File: src/rab_cfg_settings.svh
// RAB configuration slave sizes
// Word map, bus widths and miss FIFO depth shared by the design and testbench

`ifndef RAB_CFG_SETTINGS_SVH
`define RAB_CFG_SETTINGS_SVH

// L1 slices, each four 64-bit slots
`define RAB_N_SLICES         8
`define RAB_SLOTS_PER_SLICE  4
`define RAB_N_WORDS          36  // reserved slice plus the L1 slices
`define RAB_WORD_IDX_W       6

`define RAB_AXI_ADDR_W       32
`define RAB_AXI_DATA_W       64

`define RAB_ADDR_W_VIRT      32
`define RAB_ADDR_W_PHYS      40
`define RAB_N_FLAGS          4
`define RAB_MISS_ID_W        10
`define RAB_MH_FIFO_DEPTH    16

`define RAB_WORD_LSB         3   // byte offset inside a 64-bit word
`define RAB_MH_ADDR_WORD     0   // miss address window
`define RAB_MH_ID_WORD       1   // miss ID window

`endif

File: src/rab_cfg_pkg.sv
// RAB configuration slave types
// Bus words, word indices and the decoded read word of the miss windows

`default_nettype none

package rab_cfg_pkg;

`include "rab_cfg_settings.svh"

  typedef logic [`RAB_AXI_ADDR_W-1:0]   axi_addr_t;
  typedef logic [`RAB_AXI_DATA_W-1:0]   cfg_word_t;
  typedef logic [`RAB_AXI_DATA_W/8-1:0] cfg_strb_t;
  typedef logic [`RAB_WORD_IDX_W-1:0]   word_idx_t;
  typedef logic [`RAB_ADDR_W_VIRT-1:0]  virt_addr_t;
  typedef logic [`RAB_MISS_ID_W-1:0]    miss_id_t;

  // Status word of a miss window
  typedef struct packed {
    logic                                            empty;  // FIFO holds nothing
    logic [`RAB_AXI_DATA_W-2-`RAB_ADDR_W_VIRT:0]     rsvd;
    virt_addr_t                                      head;   // IDs are zero-extended
  } mh_status_t;

  // Same read word, seen as slice data or as FIFO status
  typedef union packed {
    cfg_word_t  cfg;
    mh_status_t mh;
  } rd_word_u;

endpackage

`default_nettype wire

File: src/rab_axil_slave.sv
// RAB AXI4-Lite slave
// Accepts AW and W independently, pulses one internal write per burst-free
// transfer and returns the combined read word of the register and miss blocks

`timescale 1ns/1ps
`default_nettype none

`include "rab_cfg_settings.svh"

module rab_axil_slave
  import rab_cfg_pkg::*;
(
  input  logic      Clk_CI,
  input  logic      Rst_RBI,
  input  axi_addr_t s_axi_awaddr_i,
  input  logic      s_axi_awvalid_i,
  output logic      s_axi_awready_o,
  input  cfg_word_t s_axi_wdata_i,
  input  cfg_strb_t s_axi_wstrb_i,
  input  logic      s_axi_wvalid_i,
  output logic      s_axi_wready_o,
  output logic [1:0] s_axi_bresp_o,
  output logic      s_axi_bvalid_o,
  input  logic      s_axi_bready_i,
  input  axi_addr_t s_axi_araddr_i,
  input  logic      s_axi_arvalid_i,
  output logic      s_axi_arready_o,
  output cfg_word_t s_axi_rdata_o,
  output logic [1:0] s_axi_rresp_o,
  output logic      s_axi_rvalid_o,
  input  logic      s_axi_rready_i,
  output logic      wr_en_o,
  output word_idx_t wr_idx_o,
  output cfg_word_t wr_data_o,
  output cfg_strb_t wr_strb_o,
  output word_idx_t rd_idx_o,
  output logic      rd_pop_o,
  input  cfg_word_t regs_rdata_i,
  input  cfg_word_t mh_rdata_i
);

  localparam word_idx_t RSVD_IDX = word_idx_t'(2);  // reserved word, reads zero

  logic      aw_hs, w_hs, b_hs, ar_hs, r_hs;
  logic      aw_done_q, w_done_q;
  logic      aw_done_dly_q, w_done_dly_q;
  logic      wr_pair;
  logic      bvalid_q, rvalid_q;
  logic      aw_oor, ar_oor;
  word_idx_t wr_idx_q, rd_idx_q;
  cfg_word_t wr_data_q;
  cfg_strb_t wr_strb_q;

  // Upper address bits set or word index past the map
  function automatic logic beyond_map(input axi_addr_t addr);
    word_idx_t idx;
    idx = addr[`RAB_WORD_LSB +: `RAB_WORD_IDX_W];
    return (addr[`RAB_AXI_ADDR_W-1:`RAB_WORD_LSB+`RAB_WORD_IDX_W] != '0) ||
           (idx >= word_idx_t'(`RAB_N_WORDS));
  endfunction

  assign aw_hs  = s_axi_awvalid_i & ~aw_done_q;
  assign w_hs   = s_axi_wvalid_i & ~w_done_q;
  assign b_hs   = bvalid_q & s_axi_bready_i;
  assign ar_hs  = s_axi_arvalid_i & ~rvalid_q;
  assign r_hs   = rvalid_q & s_axi_rready_i;
  assign aw_oor = beyond_map(s_axi_awaddr_i);
  assign ar_oor = beyond_map(s_axi_araddr_i);

  // Second of the two captures happens at this edge
  assign wr_pair = (aw_hs | aw_done_q) & (w_hs | w_done_q) & ~(aw_done_q & w_done_q);

  // Write pulse from the rising edge of the capture flags
  assign wr_en_o = (aw_done_q & ~aw_done_dly_q & w_done_q) |
                   (w_done_q & ~w_done_dly_q & aw_done_q);

  // AW, W and B channels
  always_ff @(posedge Clk_CI or negedge Rst_RBI)
  begin
    if (!Rst_RBI)
    begin
      aw_done_q     <= 1'b0;
      w_done_q      <= 1'b0;
      aw_done_dly_q <= 1'b0;
      w_done_dly_q  <= 1'b0;
      bvalid_q      <= 1'b0;
    end
    else
    begin
      aw_done_dly_q <= aw_done_q;
      w_done_dly_q  <= w_done_q;
      if (aw_hs)
        aw_done_q <= 1'b1;
      else if (b_hs)
        aw_done_q <= 1'b0;  // ready again next cycle
      if (w_hs)
        w_done_q <= 1'b1;
      else if (b_hs)
        w_done_q <= 1'b0;
      if (wr_pair)
        bvalid_q <= 1'b1;
      else if (b_hs)
        bvalid_q <= 1'b0;
    end
  end

  // AR and R channels, arready is low exactly while a response is pending
  always_ff @(posedge Clk_CI or negedge Rst_RBI)
  begin
    if (!Rst_RBI)
    begin
      rvalid_q <= 1'b0;
    end
    else if (ar_hs)
    begin
      rvalid_q <= 1'b1;
    end
    else if (r_hs)
    begin
      rvalid_q <= 1'b0;
    end
  end

  // Captured address and data, stable until the response completes
  always_ff @(posedge Clk_CI)
  begin
    if (aw_hs)
      wr_idx_q <= aw_oor ? RSVD_IDX : s_axi_awaddr_i[`RAB_WORD_LSB +: `RAB_WORD_IDX_W];
    if (w_hs)
    begin
      wr_data_q <= s_axi_wdata_i;
      wr_strb_q <= s_axi_wstrb_i;
    end
    if (ar_hs)
      rd_idx_q <= ar_oor ? RSVD_IDX : s_axi_araddr_i[`RAB_WORD_LSB +: `RAB_WORD_IDX_W];
  end

  assign s_axi_awready_o = ~aw_done_q;
  assign s_axi_wready_o  = ~w_done_q;
  assign s_axi_bresp_o   = 2'b00;  // always OKAY
  assign s_axi_bvalid_o  = bvalid_q;
  assign s_axi_arready_o = ~rvalid_q;
  assign s_axi_rresp_o   = 2'b00;
  assign s_axi_rvalid_o  = rvalid_q;
  assign s_axi_rdata_o   = regs_rdata_i | mh_rdata_i;  // each block zero outside its words

  assign wr_idx_o  = wr_idx_q;
  assign wr_data_o = wr_data_q;
  assign wr_strb_o = wr_strb_q;
  assign rd_idx_o  = rd_idx_q;
  assign rd_pop_o  = r_hs;

endmodule

`default_nettype wire

File: config.mk
export PLATFORM = sky130hd
export DESIGN_NAME = rab_axil_slave
export DESIGN_NICKNAME = d
export VERILOG_FILES = /design/src/rab_cfg_pkg.sv /design/src/rab_axil_slave.sv
export VERILOG_INCLUDE_DIRS = /design/src
export SDC_FILE = /design/constraint.sdc
export NUM_CORES = 1
export LEC_CHECK = 0
export ABC_AREA = 1
export BUFFER_PORTS_ARGS = -buffer_cell sky130_fd_sc_hd__buf_2
export CAP_MARGIN = 20
export CORE_AREA = 2 2 169 171
export DETAILED_ROUTE_END_ITERATION = 7
export DIE_AREA = 0 0 171 173
export PLACE_DENSITY = 0.39
export SLEW_MARGIN = 30
export SYNTH_ARGS = -nofsm -noshare
export SYNTH_HDL_FRONTEND = slang
export SYNTH_SLANG_ARGS = --single-unit
File: constraint.sdc
create_clock -name Clk_CI -period 8.2 [get_ports Clk_CI]
set_input_delay 2.05 -clock Clk_CI [delete_from_list [all_inputs] [get_ports Clk_CI]]
set_output_delay 2.05 -clock Clk_CI [all_outputs]
set_load 0.05 [all_outputs]
==> run summary <==
FP Rows: 61
Yosys warning total: 0
Design area: 0.00644 mm^2
Total wire length: 14,200 um
Overflow after GRT: 0
Clock transition at the registers of the reported paths: 60 ps
Worst-Skew Late Latency: 340 ps
Adder-cell share of the synthesized area: 0
TritonCTS Buffers: 9
CTS tree: done
DRT iter0 DRCs: 116
Final worst path period need: 4710 ps
Count of final max-slew check failures: 0
Clock tree sinks: 90
Flops & latches, synth: 90
PD cells: 238 mW/mm^2
Slack of the critical path: 3490 ps
Max Buffers Root-to-Sink: 2
Fin nets: 960
P_leak: 2.98 nW
Sw power: 0.611 mW
Die Height: 173 um
Outcome: complete, no violations
Crit path max fanout: 1
Die W: 171 um
Pre-CTS setup slack: 3480 ps
CP required: 6150 ps
Initial Util: 0.130
H-Tree Depth: 3
Overall Global Routing Usage: 0.0900
Hold Slack: 437 ps
Hold Buf Count CTS: 0
Peak VDD IR: 0.0919 mV
Largest net degree at the start of global routing: 64
Initial antenna violation count: 1
Max Fclk: 212 MHz
Mapped Area: 0.00360 mm^2
Sequential share of power: 0.403
Max-cap violations: 0
Vias in the first global route: 3,488
Vias: 3,517
Core box area: 0.0276 mm^2
Critical Path AT: 2660 ps
Worst-Margin Slew: 807 ps
I/O pins: 430
CP Capture Type: output port
Critical path startpoint category: input port
RSZ-0062 raised after global routing: false
DRC: 0
Total power draw: 1.53 mW
Root Driver: clkbuf_16
Layout cells sized above 1: 0.754
Placer Congestion: 0.746
Relative slew slack: 0.462
Sequential area share after synthesis: 0.741
HPWL after DPL: 12,600 um
Clock Skews: 7.76 ps
Full die area: 0.0296 mm^2
P&R area growth vs syn: 78.7%
Int Pwr: 0.919 mW
Mux contribution to synthesized area: 0
Port-buffer cells: 419
Placed cells: 1,056
# setup viols final: 0
Post-synthesis simple-gate area fraction: 0.217
Final core occ: 0.233
Placed inst area: 0.00617 mm^2
Final Hold Violating Endpoints: 0
Synth cell types: 17
Worst setup path category: input port to output port
Crit share post-route: 0.575
Clk network pwr share: 0.246
Resized Gates After CTS: 0
Setup_tns: 0 ps
Syn Area/Cell: 13.9 um^2
Pre-Repair DR Iteration Count: 4
XOR/XNOR Fraction of Synth Area: 0
Wire length of the first global-routing pass: 19,500 um
Fin cells: 1,073
Combinational share of power: 0.351
Sw Ratio: 0.400
DR WL/cell: 13.3 um
Setup bufs post-CTS: 0
DR vias/cell: 3.28
Largest family of logic cells by synthesized area: simple AND/OR/NAND/NOR gates
Compound-Gate Fraction of Synth Area: 0.00694
Gate Count Post-Synth: 259
Antenna Violating Nets Remaining: 0
Hold crit path type: flop to flop
==> power by group through the flow <==
stage	Sequential, mW	Clock (mW)	Combinational, mW
after floorplan	0.839	0	0.165
after global placement	0.627	0	0.548
after detailed placement	0.628	0	0.546
after CTS	0.618	0.397	0.547
after global routing	0.625	0.409	0.567
final	0.616	0.377	0.537
==> Yosys cell counts <==
library cell	number	area (um^2)
a21oi_1	2	10.0
buf_4	4	30.0
conb_1	1	3.75
dfrtp_1	6	150
edfxtp_1	84	2520
inv_1	22	82.6
inv_2	2	7.51
nand2_1	19	71.3
nand2_2	4	25.0
nand2_4	2	22.5
nand3_1	3	15.0
nor2_1	27	101
nor2_2	4	25.0
nor2_4	2	22.5
nor3_2	10	100
o21ai_0	3	15.0
or2_2	64	400
==> metal layers <==
layer	GRT usage	up-vias	share of wire
li1	-	1717	-
met1	0.0726	1510	0.29
met2	0.185	270	0.55
met3	0.0318	18	0.12
met4	0.0431	2	0.028
met5	0	-	0.00091
==> critical path: stages <==
cell and delay (ps):
buf_2 120, or2_2 270, buf_2 210
==> cell type report <==
type                    instances  area [um^2]
clock buffers                   9          225
multi-input cells             144          831
fillers                      3109        21200
clock inverters                 7         42.5
flip-flops and latches         90         2670
repair buffers                420         2100
inverters                      24         90.1
diodes                          1         2.50
well taps                     378          473
==> final timing paths <==
check,start,endpoint,slack (ps),depth (start not counted)
max,regs_rdata_i[55],s_axi_rdata_o[55],3490,3
min,aw_done_q,aw_done_dly_q,440,0
max reg2reg,w_done_q,wr_data_o[30],6330,2
min reg2reg,aw_done_q,aw_done_dly_q,440,0
max in group asynchronous,Rst_RBI,s_axi_rvalid_o,6490,1
min in group asynchronous,Rst_RBI,s_axi_bvalid_o,1540,1
==> cells by family (layout without fill, tap and decap cells) <==
family / after synthesis / after routing
AO/OA/AOI/OAI: 5 / 5
buffers and inverters: 28 / 460
flip-flops: 90 / 90
other: 1 / 5
AND/OR/NAND/NOR: 135 / 135
==> sequential cells by signal, summed over array words and instances (netlist names) <==
| register | flops |
|---|---|
| aw_done_dly_q | 1 |
| aw_done_q | 1 |
| rd_idx_o | 6 |
| s_axi_bvalid_o | 1 |
| s_axi_rvalid_o | 1 |
| w_done_dly_q | 1 |
| w_done_q | 1 |
| wr_data_o | 64 |
| wr_idx_o | 6 |
| wr_strb_o | 8 |
==> layout by cell type, fill, tap and decap left out, types with 2 or more instances in the layout <==
master / Yosys / layout
a21oi_1: 2 / 2
buf_2: 0 / 419
clkbuf_16: 0 / 9
clkinv_1: 0 / 2
clkinv_2: 0 / 2
conb_1: 1 / 4
dfrtp_1: 6 / 6
edfxtp_1: 84 / 84
inv_1: 22 / 22
inv_2: 2 / 2
inv_6: 0 / 2
nand2_1: 19 / 19
nand2_2: 4 / 4
nand2_4: 2 / 2
nand3_1: 3 / 3
nor2_1: 27 / 26
nor2_2: 4 / 4
nor2_4: 2 / 3
nor3_2: 10 / 10
o21ai_0: 3 / 3
or2_2: 64 / 64
(Power assumes the default switching activity.)
