### config.mk
export PLATFORM = sky130hd
export DESIGN_NAME = rab_miss_handler
export DESIGN_NICKNAME = d
export VERILOG_FILES = /design/src/rab_cfg_pkg.sv /design/src/rab_mh_fifo.sv /design/src/rab_miss_handler.sv
export VERILOG_INCLUDE_DIRS = /design/src
export SDC_FILE = /design/constraint.sdc
export NUM_CORES = 1
export LEC_CHECK = 0
export BUFFER_PORTS_ARGS = -buffer_cell sky130_fd_sc_hd__buf_2
export CAP_MARGIN = 15
export CORE_MARGIN = 2
export CORE_UTILIZATION = 35
export CTS_BUF_LIST = sky130_fd_sc_hd__clkbuf_2 sky130_fd_sc_hd__clkbuf_4 sky130_fd_sc_hd__clkbuf_8
export DETAILED_ROUTE_END_ITERATION = 10
export GPL_TIMING_DRIVEN = 0
export SLEW_MARGIN = 20
export SYNTH_ARGS = -nofsm -noshare
export SYNTH_HDL_FRONTEND = slang
export SYNTH_HIERARCHICAL = 1
export SYNTH_SLANG_ARGS = --single-unit
### constraint.sdc
create_clock -name Clk_CI -period 4 [get_ports Clk_CI]
set_input_delay 0.4 -clock Clk_CI [delete_from_list [all_inputs] [get_ports Clk_CI]]
set_output_delay 0.4 -clock Clk_CI [all_outputs]
set_load 0.005 [all_outputs]
### src/rab_cfg_settings.svh
// RAB configuration slave sizes
// Word map, bus widths and miss FIFO depth shared by the design and testbench

`ifndef RAB_CFG_SETTINGS_SVH
`define RAB_CFG_SETTINGS_SVH

// L1 slices, each four 64-bit slots
`define RAB_N_SLICES         8
`define RAB_SLOTS_PER_SLICE  4
`define RAB_N_WORDS          36  // reserved slice plus the L1 slices
`define RAB_WORD_IDX_W       6

`define RAB_AXI_ADDR_W       32
`define RAB_AXI_DATA_W       64

`define RAB_ADDR_W_VIRT      32
`define RAB_ADDR_W_PHYS      40
`define RAB_N_FLAGS          4
`define RAB_MISS_ID_W        10
`define RAB_MH_FIFO_DEPTH    16

`define RAB_WORD_LSB         3   // byte offset inside a 64-bit word
`define RAB_MH_ADDR_WORD     0   // miss address window
`define RAB_MH_ID_WORD       1   // miss ID window

`endif

### src/rab_cfg_pkg.sv
// RAB configuration slave types
// Bus words, word indices and the decoded read word of the miss windows

`default_nettype none

package rab_cfg_pkg;

`include "rab_cfg_settings.svh"

  typedef logic [`RAB_AXI_ADDR_W-1:0]   axi_addr_t;
  typedef logic [`RAB_AXI_DATA_W-1:0]   cfg_word_t;
  typedef logic [`RAB_AXI_DATA_W/8-1:0] cfg_strb_t;
  typedef logic [`RAB_WORD_IDX_W-1:0]   word_idx_t;
  typedef logic [`RAB_ADDR_W_VIRT-1:0]  virt_addr_t;
  typedef logic [`RAB_MISS_ID_W-1:0]    miss_id_t;

  // Status word of a miss window
  typedef struct packed {
    logic                                            empty;  // FIFO holds nothing
    logic [`RAB_AXI_DATA_W-2-`RAB_ADDR_W_VIRT:0]     rsvd;
    virt_addr_t                                      head;   // IDs are zero-extended
  } mh_status_t;

  // Same read word, seen as slice data or as FIFO status
  typedef union packed {
    cfg_word_t  cfg;
    mh_status_t mh;
  } rd_word_u;

endpackage

`default_nettype wire

### src/rab_mh_fifo.sv
// Miss handling FIFO
// Circular buffer with a head output; pushes when full and pops when empty
// are dropped

`timescale 1ns/1ps
`default_nettype none

module rab_mh_fifo #(
  parameter int unsigned DATA_W = 32,
  parameter int unsigned DEPTH  = 16
) (
  input  logic              Clk_CI,
  input  logic              Rst_RBI,
  input  logic              push_i,
  input  logic [DATA_W-1:0] push_data_i,
  input  logic              pop_i,
  output logic [DATA_W-1:0] head_o,
  output logic              full_o,
  output logic              empty_o
);

  localparam int unsigned PTR_W = $clog2(DEPTH);
  localparam int unsigned CNT_W = $clog2(DEPTH + 1);

  logic [DATA_W-1:0] mem_q [DEPTH];
  logic [PTR_W-1:0]  wr_ptr_q, rd_ptr_q;
  logic [CNT_W-1:0]  count_q;
  logic              push_ok, pop_ok;

  assign push_ok = push_i & ~full_o;
  assign pop_ok  = pop_i & ~empty_o;

  always_ff @(posedge Clk_CI or negedge Rst_RBI)
  begin
    if (!Rst_RBI)
    begin
      wr_ptr_q <= '0;
      rd_ptr_q <= '0;
      count_q  <= '0;
    end
    else
    begin
      if (push_ok)
        wr_ptr_q <= (wr_ptr_q == PTR_W'(DEPTH - 1)) ? '0 : wr_ptr_q + 1'b1;
      if (pop_ok)
        rd_ptr_q <= (rd_ptr_q == PTR_W'(DEPTH - 1)) ? '0 : rd_ptr_q + 1'b1;
      if (push_ok && !pop_ok)
        count_q <= count_q + 1'b1;
      else if (pop_ok && !push_ok)
        count_q <= count_q - 1'b1;
    end
  end

  always_ff @(posedge Clk_CI)
  begin
    if (push_ok)
      mem_q[wr_ptr_q] <= push_data_i;
  end

  assign head_o  = mem_q[rd_ptr_q];
  assign full_o  = (count_q == CNT_W'(DEPTH));
  assign empty_o = (count_q == '0);

endmodule

`default_nettype wire

### src/rab_miss_handler.sv
// RAB miss handler
// Logs missed virtual addresses and IDs into two FIFOs, lets software push
// and pop them through the two miss windows and forms the status read word

`timescale 1ns/1ps
`default_nettype none

`include "rab_cfg_settings.svh"

module rab_miss_handler
  import rab_cfg_pkg::*;
(
  input  logic       Clk_CI,
  input  logic       Rst_RBI,
  input  logic       miss_i,
  input  virt_addr_t miss_addr_i,
  input  miss_id_t   miss_id_i,
  input  logic       wr_en_i,
  input  word_idx_t  wr_idx_i,
  input  cfg_word_t  wr_data_i,
  input  word_idx_t  rd_idx_i,
  input  logic       rd_pop_i,
  output cfg_word_t  rdata_o,
  output logic       mh_fifo_full_o
);

  logic       addr_push, id_push;
  virt_addr_t addr_din;
  miss_id_t   id_din;
  logic       addr_pop, id_pop;
  virt_addr_t addr_head;
  miss_id_t   id_head;
  logic       addr_full, addr_empty;
  logic       id_full, id_empty;
  logic       rd_addr_win, rd_id_win;
  rd_word_u   rd_word;

  assign rd_addr_win = (rd_idx_i == word_idx_t'(`RAB_MH_ADDR_WORD));
  assign rd_id_win   = (rd_idx_i == word_idx_t'(`RAB_MH_ID_WORD));

  // A miss wins over a software push in the same cycle
  assign addr_push = miss_i | (wr_en_i && wr_idx_i == word_idx_t'(`RAB_MH_ADDR_WORD));
  assign id_push   = miss_i | (wr_en_i && wr_idx_i == word_idx_t'(`RAB_MH_ID_WORD));
  assign addr_din  = miss_i ? miss_addr_i : virt_addr_t'(wr_data_i);
  assign id_din    = miss_i ? miss_id_i : miss_id_t'(wr_data_i);

  assign mh_fifo_full_o = (addr_push & addr_full) | (id_push & id_full);

  // Pop only what the read actually returned
  assign addr_pop = rd_pop_i & rd_addr_win & ~addr_empty;
  assign id_pop   = rd_pop_i & rd_id_win & ~id_empty;

  always_comb
  begin
    rd_word.cfg = '0;
    if (rd_addr_win)
    begin
      rd_word.mh.empty = addr_empty;
      rd_word.mh.head  = addr_head;
    end
    else if (rd_id_win)
    begin
      rd_word.mh.empty = id_empty;
      rd_word.mh.head  = virt_addr_t'(id_head);  // zero-extended
    end
  end

  assign rdata_o = rd_word.cfg;

  rab_mh_fifo #(
    .DATA_W ( `RAB_ADDR_W_VIRT   ),
    .DEPTH  ( `RAB_MH_FIFO_DEPTH )
  ) addr_fifo_i (
    .Clk_CI      ( Clk_CI     ),
    .Rst_RBI     ( Rst_RBI    ),
    .push_i      ( addr_push  ),
    .push_data_i ( addr_din   ),
    .pop_i       ( addr_pop   ),
    .head_o      ( addr_head  ),
    .full_o      ( addr_full  ),
    .empty_o     ( addr_empty )
  );

  rab_mh_fifo #(
    .DATA_W ( `RAB_MISS_ID_W     ),
    .DEPTH  ( `RAB_MH_FIFO_DEPTH )
  ) id_fifo_i (
    .Clk_CI      ( Clk_CI   ),
    .Rst_RBI     ( Rst_RBI  ),
    .push_i      ( id_push  ),
    .push_data_i ( id_din   ),
    .pop_i       ( id_pop   ),
    .head_o      ( id_head  ),
    .full_o      ( id_full  ),
    .empty_o     ( id_empty )
  );

endmodule

`default_nettype wire

==> flow_summary.toml, run 1 <==
[run_status]
status = "completed"

[clock_network]
clockBufferDepth = 3
clockRootBuffer = "clkbuf_8"
clkLatencyLatePin_ns = 0.72
cts_setup_buffers = 0
cts_buffers = 111
h-tree-depth = 3
cts_tree = "done"
clk_pin_slew_ns = 0.06
cts_num_sinks = 698

[timing]
timing.final.crit_share = 0.9582
setup_viol = 0
max_slew.worst_pin.slew_ns = 1.106
post-route-min-period_ns = 3.833
slew_viol_final = 0
fin_skew_ns = 0.04041
rsz0062_at_grt = "no"
fmax_ghz = 0.2609
hold_viol = 0
relSlewSlack = 0.2626

[yosys]
ys_types = 58
syn_inst = 1452
synth.avg_cell_area_um2 = 19.72
yosys-top-cells-count = "672 x edfxtp_1, 129 x mux4_2, 68 x nand2_1"
synth_top_family_by_area = "multiplexers"
synthAdderAreaFrac = 0.01014
synth_area_leaders = "edfxtp_1 70%, mux4_2 10%, mux4_1 2.7%, dfrtp_1 2.3%, o22ai_1 1.4%"
synth-compound-area-share = 0.03181
synth_top_flop_cell = "edfxtp_1"
async_flop_share = 0.03725
synth_seq_area_share = 0.7273
synthXorXnorAreaFrac = 0.003364
yosysTopAreaCell = "edfxtp_1"
syn_area_um2 = 28640
ys_ff_latch = 698
synth_most_common_cell = "edfxtp_1"
synthSimpleGateAreaFrac = 0.04417
synth_edf_count = 672
synthMuxAreaShare = 0.1508
yosysTopAreaCellShare = 0.7046
ys_warn_count = 6

[drt]
vias_per_cell = 5.150
num_vias = 14880
wire_per_inst_um = 23.53
antenna_left = 0
drt_first_pass_iters = 5
drc = 0
drtIter0Drc = 1281
finalWirelength_um = 68010

[global_routing]
antenna_found_initial = 3
globalRouteOverflowTotal = 0
grt-busiest-layer = "met2"
grt_pass1_wl_um = 100100
use_met2 = 0.2645
use_met1 = 0.2205
grt_max_degree = 27
grt_pass1_vias = 15370
global_route.usage.total = 0.1616
use_met3 = 0.03385

[cells_and_area]
nNetsFinal = 1890
drive_above_1_share = 0.3384
area_growth_pct = 17.04
final_util = 0.4148
final_cells = 2890

[worst_setup_path]
worst_setup_path_end_kind = "output pin"
rr_startpoint = "addr_fifo_i/count_q[1]"
cp-start-kind = "flip-flop"
cp_max_fo = 10
path_class = "flip-flop to output pin"
r2r_slack_ns = 0.86
required_ns = 3.60
cp.arrival_ns = 3.43
r2r_cells = 12
cp-endpoint = "rdata_o[0]"
cp-startpoint = "addr_fifo_i/rd_ptr_q[2]"
worst_r2r_endpoint = "addr_fifo_i/count_q[4]"

[floorplan]
die_h_um = 290.1
num_rows = 104
core_region_area_um2 = 80810
ios = 188
start_util = 0.3544
dieArea_um2 = 84130
die_w_um = 290.1

[flow_run]
max-cap-violations = 0

[placed_design]
place_hpwl_um = 45900
dp.cells = 2691
port-buffer-count = 121
gp_congestion = 0.7812

[min_path]
holdCritPathClass = "primary input to flip-flop"

[pwr]
leakage_nw = 11.18
p_per_area_nw_per_um2 = 546.2
ir_worst_vdd_uv = 354.1
finalPower_w = 0.01831
==> cells by family (layout without fill, tap and decap cells) <==
kind of cell | after synthesis | in the layout
fa+ha+maj | 22 | 22
simple gates | 228 | 228
compound gates | 134 | 134
buf+inv | 144 | 491
xor+xnor | 11 | 11
flops | 698 | 698
other cells | 1 | 32
mux | 214 | 214
==> cell usage in the layout (no fill, tap or decap), drive strengths merged, types with 31 or more instances in the layout <==
cell | netlist | final
inv | 27 | 31
o22ai | 64 | 64
clkbuf | 24 | 177
clkinv | 0 | 35
conb | 1 | 31
mux4 | 158 | 158
nor2 | 63 | 63
mux2 | 43 | 43
edfxtp | 672 | 672
nand2 | 68 | 68
buf | 93 | 242
==> flip-flops by register name (all words and copies together) (netlist names) <==
| name | count |
|---|---|
| addr_fifo_i/count_q | 5 |
| id_fifo_i/rd_ptr_q | 4 |
| id_fifo_i/count_q | 5 |
| addr_fifo_i/mem_q | 512 |
| addr_fifo_i/rd_ptr_q | 4 |
| addr_fifo_i/wr_ptr_q | 4 |
| id_fifo_i/mem_q | 160 |
| id_fifo_i/wr_ptr_q | 4 |
==> cell type report <==
class	count	area (µm²)
well taps	1060	1326
inverters	27	101.3
multi-input cells	640	7162
fillers	7123	47290
flip-flops and latches	698	20830
repair buffers	150	1112
plain buffers	117	828.3
diodes	1	2.502
clock buffers	153	1849
clock inverters	44	306.5
==> worst min path at each step <==
stage,start,end,depth (start not counted)
final,rd_pop_i,addr_fifo_i/rd_ptr_q[3],5
after global routing,rd_pop_i,addr_fifo_i/rd_ptr_q[3],5
after CTS,rd_pop_i,addr_fifo_i/rd_ptr_q[3],5
after detailed placement,id_fifo_i/count_q[3],id_fifo_i/count_q[3],2
after global placement,id_fifo_i/count_q[3],id_fifo_i/count_q[3],2
after floorplan,Rst_RBI,addr_fifo_i/count_q[0],0
==> power by group <==
group	internal, W	switching (W)	total, W	leakage, nW
clock	0.00319	0.00278	0.00597	1.14
combinational	0.00141	0.00188	0.00329	3.63
sequential	0.00884	0.000206	0.00905	6.41
==> layer usage <==
layer / share of wire / vias up
met3: 0.060 / 102
met1: 0.44 / 7777
met2: 0.48 / 520
met5: 0 / -
met4: 0.021 / 0
li1: - / 6485
==> worst max-delay path, stage by stage, from the launching register on <==
cell and delay (ns):
dfrtp_1 0.32, buf_2 0.16, clkbuf_1 0.69, mux4_2 0.35
o22ai_1 0.11, nor2_1 0.23, mux2i_1 0.10, nor3_1 0.51
buf_2 0.23
==> stage by stage <==
stage	area [µm²]	hold slack (ns)	worst slack, ns	TNS (ns)
global placement	30700	0.4915	-1.809	-816.45
global route	33520	0.1832	0.01766	0
CTS	33510	0.1277	0.01215	0
finish	33520	0.1745	0.1671	0
floorplan	28770	0.1044	0.5071	0
detailed placement	31340	0.5149	-0.01458	-0.1361
==> timing repair <==
item,4_1_cts,5_1_grt
endpoints found under the setup margin,6,8
hold buffers,1,0
resized for setup,3,4
hold endpoints to repair,26,0
(Power assumes the default switching activity.)
==> inputs of run 2 (changes only) <==
--- a/config.mk
+++ b/config.mk
@@ -13,6 +13,7 @@
 export CTS_BUF_LIST = sky130_fd_sc_hd__clkbuf_2 sky130_fd_sc_hd__clkbuf_4 sky130_fd_sc_hd__clkbuf_8
 export DETAILED_ROUTE_END_ITERATION = 10
 export GPL_TIMING_DRIVEN = 0
+export PLACE_DENSITY = 0.57
 export SLEW_MARGIN = 20
 export SYNTH_ARGS = -nofsm -noshare
 export SYNTH_HDL_FRONTEND = slang
==> constraint.sdc (replaced) <==
create_clock -name Clk_CI -period 3.8 [get_ports Clk_CI]
set_input_delay 0.38 -clock Clk_CI [delete_from_list [all_inputs] [get_ports Clk_CI]]
set_output_delay 0.38 -clock Clk_CI [all_outputs]
set_load 0.005 [all_outputs]
==> run 2 against run 1 <==
  * Clock skew decreased by 0.013 ns
  * Worst setup slack got worse by 0.020 ns
  * Flip-flop and latch count unchanged
  * Hold slack got worse by 0.023 ns
  * Utilization increased by 0.29 points
  * Sequential share of layout area decreased by 0.43 points
  * Cell area increased by 0.69%
  * Clock-buffer cell count decreased by 8
  * Critical path depth unchanged
  * Final cell count increased by 0.38%
  * Non-clock buffer count unchanged
  * Register-to-register slack got worse by 0.21 ns
  * Largest cell class unchanged
  * Largest power group unchanged
==> flow_summary.toml, run 2 (synthesized netlist as in run 1, its figures left out) <==
[timing]
max_slew.worst_pin.slew_ns = 1.114
fmax_ghz = 0.2738
hold_viol = 0
slew_viol_final = 0
relSlewSlack = 0.2543
timing.final.crit_share = 0.9613
hold-worst-slack_ns = 0.1516
setup_viol = 0
post-route-min-period_ns = 3.653
fin_skew_ns = 0.02769

[global_routing]
global_route.usage.total = 0.1646
grt_pass1_wl_um = 101600
antenna_found_initial = 2
grt_pass1_vias = 15700
globalRouteOverflowTotal = 0
grt_max_degree = 27

[pwr]
sw_frac_of_total = 0.2651
p_switching_w = 0.005195
comb_power_share = 0.179
leakage_nw = 11.30
intPower_w = 0.01440
finalPower_w = 0.01960
p_clk_frac = 0.336
p_per_area_nw_per_um2 = 580.7
ir_worst_vdd_uv = 293.2
sequentialPowerShare = 0.486

[worst_setup_path]
cp.arrival_ns = 3.27
rr_startpoint = "id_fifo_i/count_q[1]"
required_ns = 3.42
worst_setup_path_end_kind = "output pin"
cp_max_fo = 10
cp-startpoint = "id_fifo_i/rd_ptr_q[2]"
path_class = "flip-flop to output pin"
cp-start-kind = "flip-flop"

[cells_and_area]
layout_commonest_cell = "edfxtp_1"
largest_reg_flops = 512
area_growth_pct = 17.85
largest-register = "addr_fifo_i/mem_q"
stdcell_area_um2 = 33750
fillerInstances = 7159
layout_common_cells = "672 x edfxtp_1, 146 x buf_2, 129 x mux4_2"
final_util = 0.4177
reg_top3 = "addr_fifo_i/mem_q (512), id_fifo_i/mem_q (160)"
nNetsFinal = 1891
drive_above_1_share = 0.3491

[floorplan]
core_region_area_um2 = 80810
start_util = 0.3544
ios = 188
die_w_um = 290.1
dieArea_um2 = 84130
num_rows = 104
die_h_um = 290.1

[placed_design]
placed_area_um2 = 31360
place_hpwl_um = 46540
gp_congestion = 0.7779
port-buffer-count = 121

[drt]
antenna_left = 0
vias_per_cell = 5.178
drtIter0Drc = 1027
finalWirelength_um = 69020
drt_first_pass_iters = 5
drc = 0
num_vias = 15020
wire_per_inst_um = 23.79

[clock_network]
clk_pin_slew_ns = 0.06
clockRootBuffer = "clkbuf_8"
h-tree-depth = 3
cts_num_sinks = 698
clkLatencyLatePin_ns = 0.72
clockBufferDepth = 3
cts_buffers = 112
cts_tree = "done"

[flow_run]
max-cap-violations = 0

[min_path]
holdCritPathClass = "primary input to flip-flop"
hold_start = "rd_pop_i"

[run_status]
status = "completed"
-- run 2: changes by cell type in the layout (fill, tap and decap cells not counted), sizes merged --
cell | before | now
inv | 31 | 28
clkinv | 35 | 53
clkinvlp | 2 | 1
clkbuf | 177 | 170
diode | 1 | 2
bufinv | 3 | 7
buf | 242 | 241
-- run 2: routing by layer --
| layer | vias up | track usage | wire (µm) |
|---|---|---|---|
| met5 | - | 0 | 0 |
| met4 | 0 | 0.04815 | 1606 |
| met3 | 123 | 0.03324 | 4059 |
| met2 | 521 | 0.2762 | 34070 |
| met1 | 7872 | 0.2170 | 29280 |
| li1 | 6506 | - | - |
-- run 2: final timing paths --
check / to / slack [ns] / cells past startpoint
worst min register to register: id_fifo_i/count_q[3] / 0.52 / 2
worst min-delay path: addr_fifo_i/rd_ptr_q[3] / 0.15 / 5
worst max register to register: id_fifo_i/count_q[4] / 0.65 / 13
worst max-delay path: rdata_o[1] / 0.15 / 8
min in group asynchronous: addr_fifo_i/rd_ptr_q[2] / 0.31 / 2
max in group asynchronous: id_fifo_i/wr_ptr_q[1] / 2.93 / 2
-- run 2: final cells by class --
type                    instances  area, µm²  area share
well taps                    1060       1326     0.03930
inverters                      27      101.3    0.003003
plain buffers                 117      848.3     0.02514
clock buffers                 145       1808     0.05357
diodes                          2      5.005   0.0001483
repair buffers                150       1135     0.03362
clock inverters                62      496.7     0.01472
flip-flops and latches        698      20830      0.6172
multi-input cells             640       7199      0.2133
-- run 2: through the flow --
step | std cells | worst slack [ns] | TNS (ns)
6_report | 2901 | 0.1471 | 0
4_1_cts | 2899 | 0.01797 | 0
2_1_floorplan | 1482 | 0.3271 | 0
3_3_place_gp | 2663 | -2.060 | -951.87
3_5_place_dp | 2691 | -0.03690 | -0.4151
5_1_grt | 2901 | -0.004530 | -0.004530
-- run 2: what timing repair did --
item | CTS | global route
endpoints found under the setup margin | 13 | 8
hold endpoints to repair | 26 | 0
setup buffers | 0 | 0
resized for setup | 14 | 14
hold buffers | 1 | 0
-- run 2: power groups by stage --
stage / registers [W] / clock network (W) / logic, W
global placement: 0.00969 / 0 / 0.00321
finish: 0.00952 / 0.00658 / 0.00350
global route: 0.00958 / 0.00708 / 0.00379
CTS: 0.00952 / 0.00673 / 0.00356
floorplan: 0.00962 / 0 / 0.00232
detailed placement: 0.00968 / 0 / 0.00354
-- run 2: worst max-delay path: stages, from the launching register on --
cell	delay, ns
dfrtp_1	0.32
clkbuf_1	0.35
nand2_1	0.39
o221ai_1	0.46
o21ai_1	0.19
a221o_1	0.38
mux2i_1	0.14
nor3_1	0.12
buf_2	0.19
==> inputs of run 3 (changes only) <==
--- a/config.mk
+++ b/config.mk
@@ -6,6 +6,7 @@
 export SDC_FILE = /design/constraint.sdc
 export NUM_CORES = 1
 export LEC_CHECK = 0
+export ABC_AREA = 1
 export BUFFER_PORTS_ARGS = -buffer_cell sky130_fd_sc_hd__buf_2
 export CAP_MARGIN = 15
 export CORE_MARGIN = 2
==> run 3 against run 2 <==
  * Register-to-register slack better by 0.48 ns
  * Final cell count up 71%
  * Hold slack better by 0.11 ns
  * First-iteration DRC count up 68%
  * Sequential power down 0.6%
  * Critical path type unchanged
  * Critical endpoint unchanged
  * Largest cell class unchanged
==> flow_summary.toml, run 3 <==
[run_status]
status = "completed"

[yosys]
synth_edf_count = 672
syn_area_um2 = 32290
yosysTopAreaCellShare = 0.6249
synth.avg_cell_area_um2 = 9.533
synth_most_common_cell = "nand2_1"
ys_ff_latch = 698
ys_warn_count = 6
synth_seq_area_share = 0.6451
yosysTopAreaCell = "edfxtp_1"
ys_types = 30
syn_inst = 3387
yosys-top-cells-count = "1201 x nand2_1, 710 x inv_1, 672 x edfxtp_1"
synth_area_leaders = "edfxtp_1 62%, nand2_1 14%, inv_1 8.3%, nand3_1 6.8%, dfrtp_1 2.0%"
synth_top_flop_cell = "edfxtp_1"
async_flop_share = 0.03725

[worst_setup_path]
cp.arrival_ns = 3.37
worst_setup_path_end_kind = "output pin"
rr_startpoint = "addr_fifo_i/count_q[0]"
path_class = "flip-flop to output pin"
required_ns = 3.42
cp_max_fo = 10
cp-start-kind = "flip-flop"
cp-startpoint = "addr_fifo_i/rd_ptr_q[1]"

[clock_network]
cts_num_sinks = 698
clk_pin_slew_ns = 0.07
cts_buffers = 114
cts_tree = "done"
h-tree-depth = 3
cts_resized = 0
clkLatencyLatePin_ns = 0.77
clockRootBuffer = "clkbuf_8"
clockBufferDepth = 3

[pwr]
p_per_area_nw_per_um2 = 578.2
p_clk_frac = 0.310
sw_frac_of_total = 0.3317
comb_power_share = 0.252
ir_worst_vdd_uv = 282.5
p_switching_w = 0.007168
sequentialPowerShare = 0.438
leakage_nw = 17.21
intPower_w = 0.01444

[timing]
hold_viol = 0
rsz0062_at_grt = "no"
max_slew.worst_pin.slew_ns = 1.033
post-route-min-period_ns = 3.754
relSlewSlack = 0.3087
slew_viol_final = 0
timing.final.crit_share = 0.9879
fin_skew_ns = 0.04282
fmax_ghz = 0.2664
setup_viol = 0
tns_ns = 0

[placed_design]
placed_area_um2 = 35040
gp_congestion = 0.8258
place_hpwl_um = 60350
port-buffer-count = 123

[drt]
vias_per_cell = 4.544
antenna_left = 0
drt_first_pass_iters = 5
finalWirelength_um = 88170
drc = 0
drtIter0Drc = 1722
num_vias = 22520
wire_per_inst_um = 17.79

[global_routing]
globalRouteOverflowTotal = 0
grt_max_degree = 27
antenna_found_initial = 1
grt_pass1_wl_um = 132200
grt_pass1_vias = 21680
global_route.usage.total = 0.1877

[floorplan]
ios = 188
die_w_um = 307.7
num_rows = 111
dieArea_um2 = 94700
die_h_um = 307.7
start_util = 0.3528
core_region_area_um2 = 91520

[cells_and_area]
largest-register = "addr_fifo_i/mem_q"
stdcell_area_um2 = 37380
area_growth_pct = 15.76
layout_commonest_cell = "nand2_1"
nNetsFinal = 3819
layout_common_cells = "1201 x nand2_1, 710 x inv_1, 672 x edfxtp_1"
largest_reg_flops = 512
reg_top3 = "addr_fifo_i/mem_q (512), id_fifo_i/mem_q (160)"
drive_above_1_share = 0.1345

[min_path]
holdCritPathClass = "primary input to flip-flop"
hold_start = "wr_data_i[28]"

[flow_run]
max-cap-violations = 0
-- run 3: kinds of logic (layout without fill, tap and decap cells) --
group	count (synthesis)	in the layout	synth area share
compound gates	38	38	0.007672
xor+xnor	9	9	0.002441
fa+ha+maj	22	22	0.008990
buf+inv	894	1246	0.1170
flops	698	698	0.6451
other cells	1	32	0.0001161
simple gates	1725	1725	0.2187
-- run 3: critical path, stage by stage, from the launching register on --
cell and delay [ns]:
dfrtp_1 0.47, inv_2 0.10, buf_4 0.20, clkbuf_1 0.78
nand2_1 0.13, nand3_1 0.11, nand3_1 0.07, nand2_1 0.08
inv_1 0.05, o22ai_1 0.41, buf_2 0.21
-- run 3: timing repair --
| action | in CTS | in global routing |
|---|---|---|
| buffers inserted | 0 | 0 |
| endpoints found under the hold margin | 26 | 0 |
| hold buffers | 1 | 0 |
-- run 3: layout make-up --
cell class / count / area [µm²]
Timing Repair Buffer: 141 / 1049
Tap cell: 1186 / 1484
Inverter: 718 / 2698
Antenna cell: 1 / 2.502
Fill cell: 8883 / 54150
Clock inverter: 58 / 401.6
Clock buffer: 153 / 1918
Multi-Input combinational cell: 1825 / 7915
Sequential cell: 698 / 20830
Buffer: 176 / 1080
-- run 3: metal layers --
metal,GRT usage,up-vias,wire (µm)
met2,0.3171,641,42050
met5,0,-,0
met4,0.06648,0,2923
met1,0.2442,10590,38310
met3,0.02980,159,4891
li1,-,11130,-
-- run 3: worst paths after layout --
| path | cells past startpoint | slack [ns] | end |
|---|---|---|---|
| worst max-delay path | 10 | 0.05 | rdata_o[1] |
| worst min-delay path | 3 | 0.26 | addr_fifo_i/mem_q[0][28] |
| worst max register to register | 7 | 1.13 | addr_fifo_i/mem_q[4][15] |
| worst min register to register | 1 | 0.50 | addr_fifo_i/count_q[0] |
| max in group asynchronous | 2 | 2.94 | addr_fifo_i/wr_ptr_q[3] |
| min in group asynchronous | 2 | 0.32 | addr_fifo_i/rd_ptr_q[3] |
-- run 3: power by group through the flow --
stage               sequential (W)  clock [W]  combinational, W
global placement           0.00966          0           0.00522
floorplan                  0.00958          0           0.00351
detailed placement         0.00962          0           0.00548
finish                     0.00946    0.00670           0.00545
global route               0.00952    0.00715           0.00610
CTS                        0.00946    0.00681           0.00550
-- run 3: through the flow --
stage / power, W / utilization / hold WS, ns / instances / worst slack, ns
global placement: 0.01487 / 0.3770 / 0.4855 / 4726 / -1.544
global route: 0.02277 / 0.4084 / 0.3088 / 4956 / 0.001213
CTS: 0.02177 / 0.4084 / 0.2020 / 4955 / 0.04114
detailed placement: 0.01510 / 0.3829 / 0.4906 / 4743 / 0.5718
floorplan: 0.01309 / - / 0.08441 / 3417 / 0.8684
finish: 0.02161 / 0.4084 / 0.2584 / 4956 / 0.04602
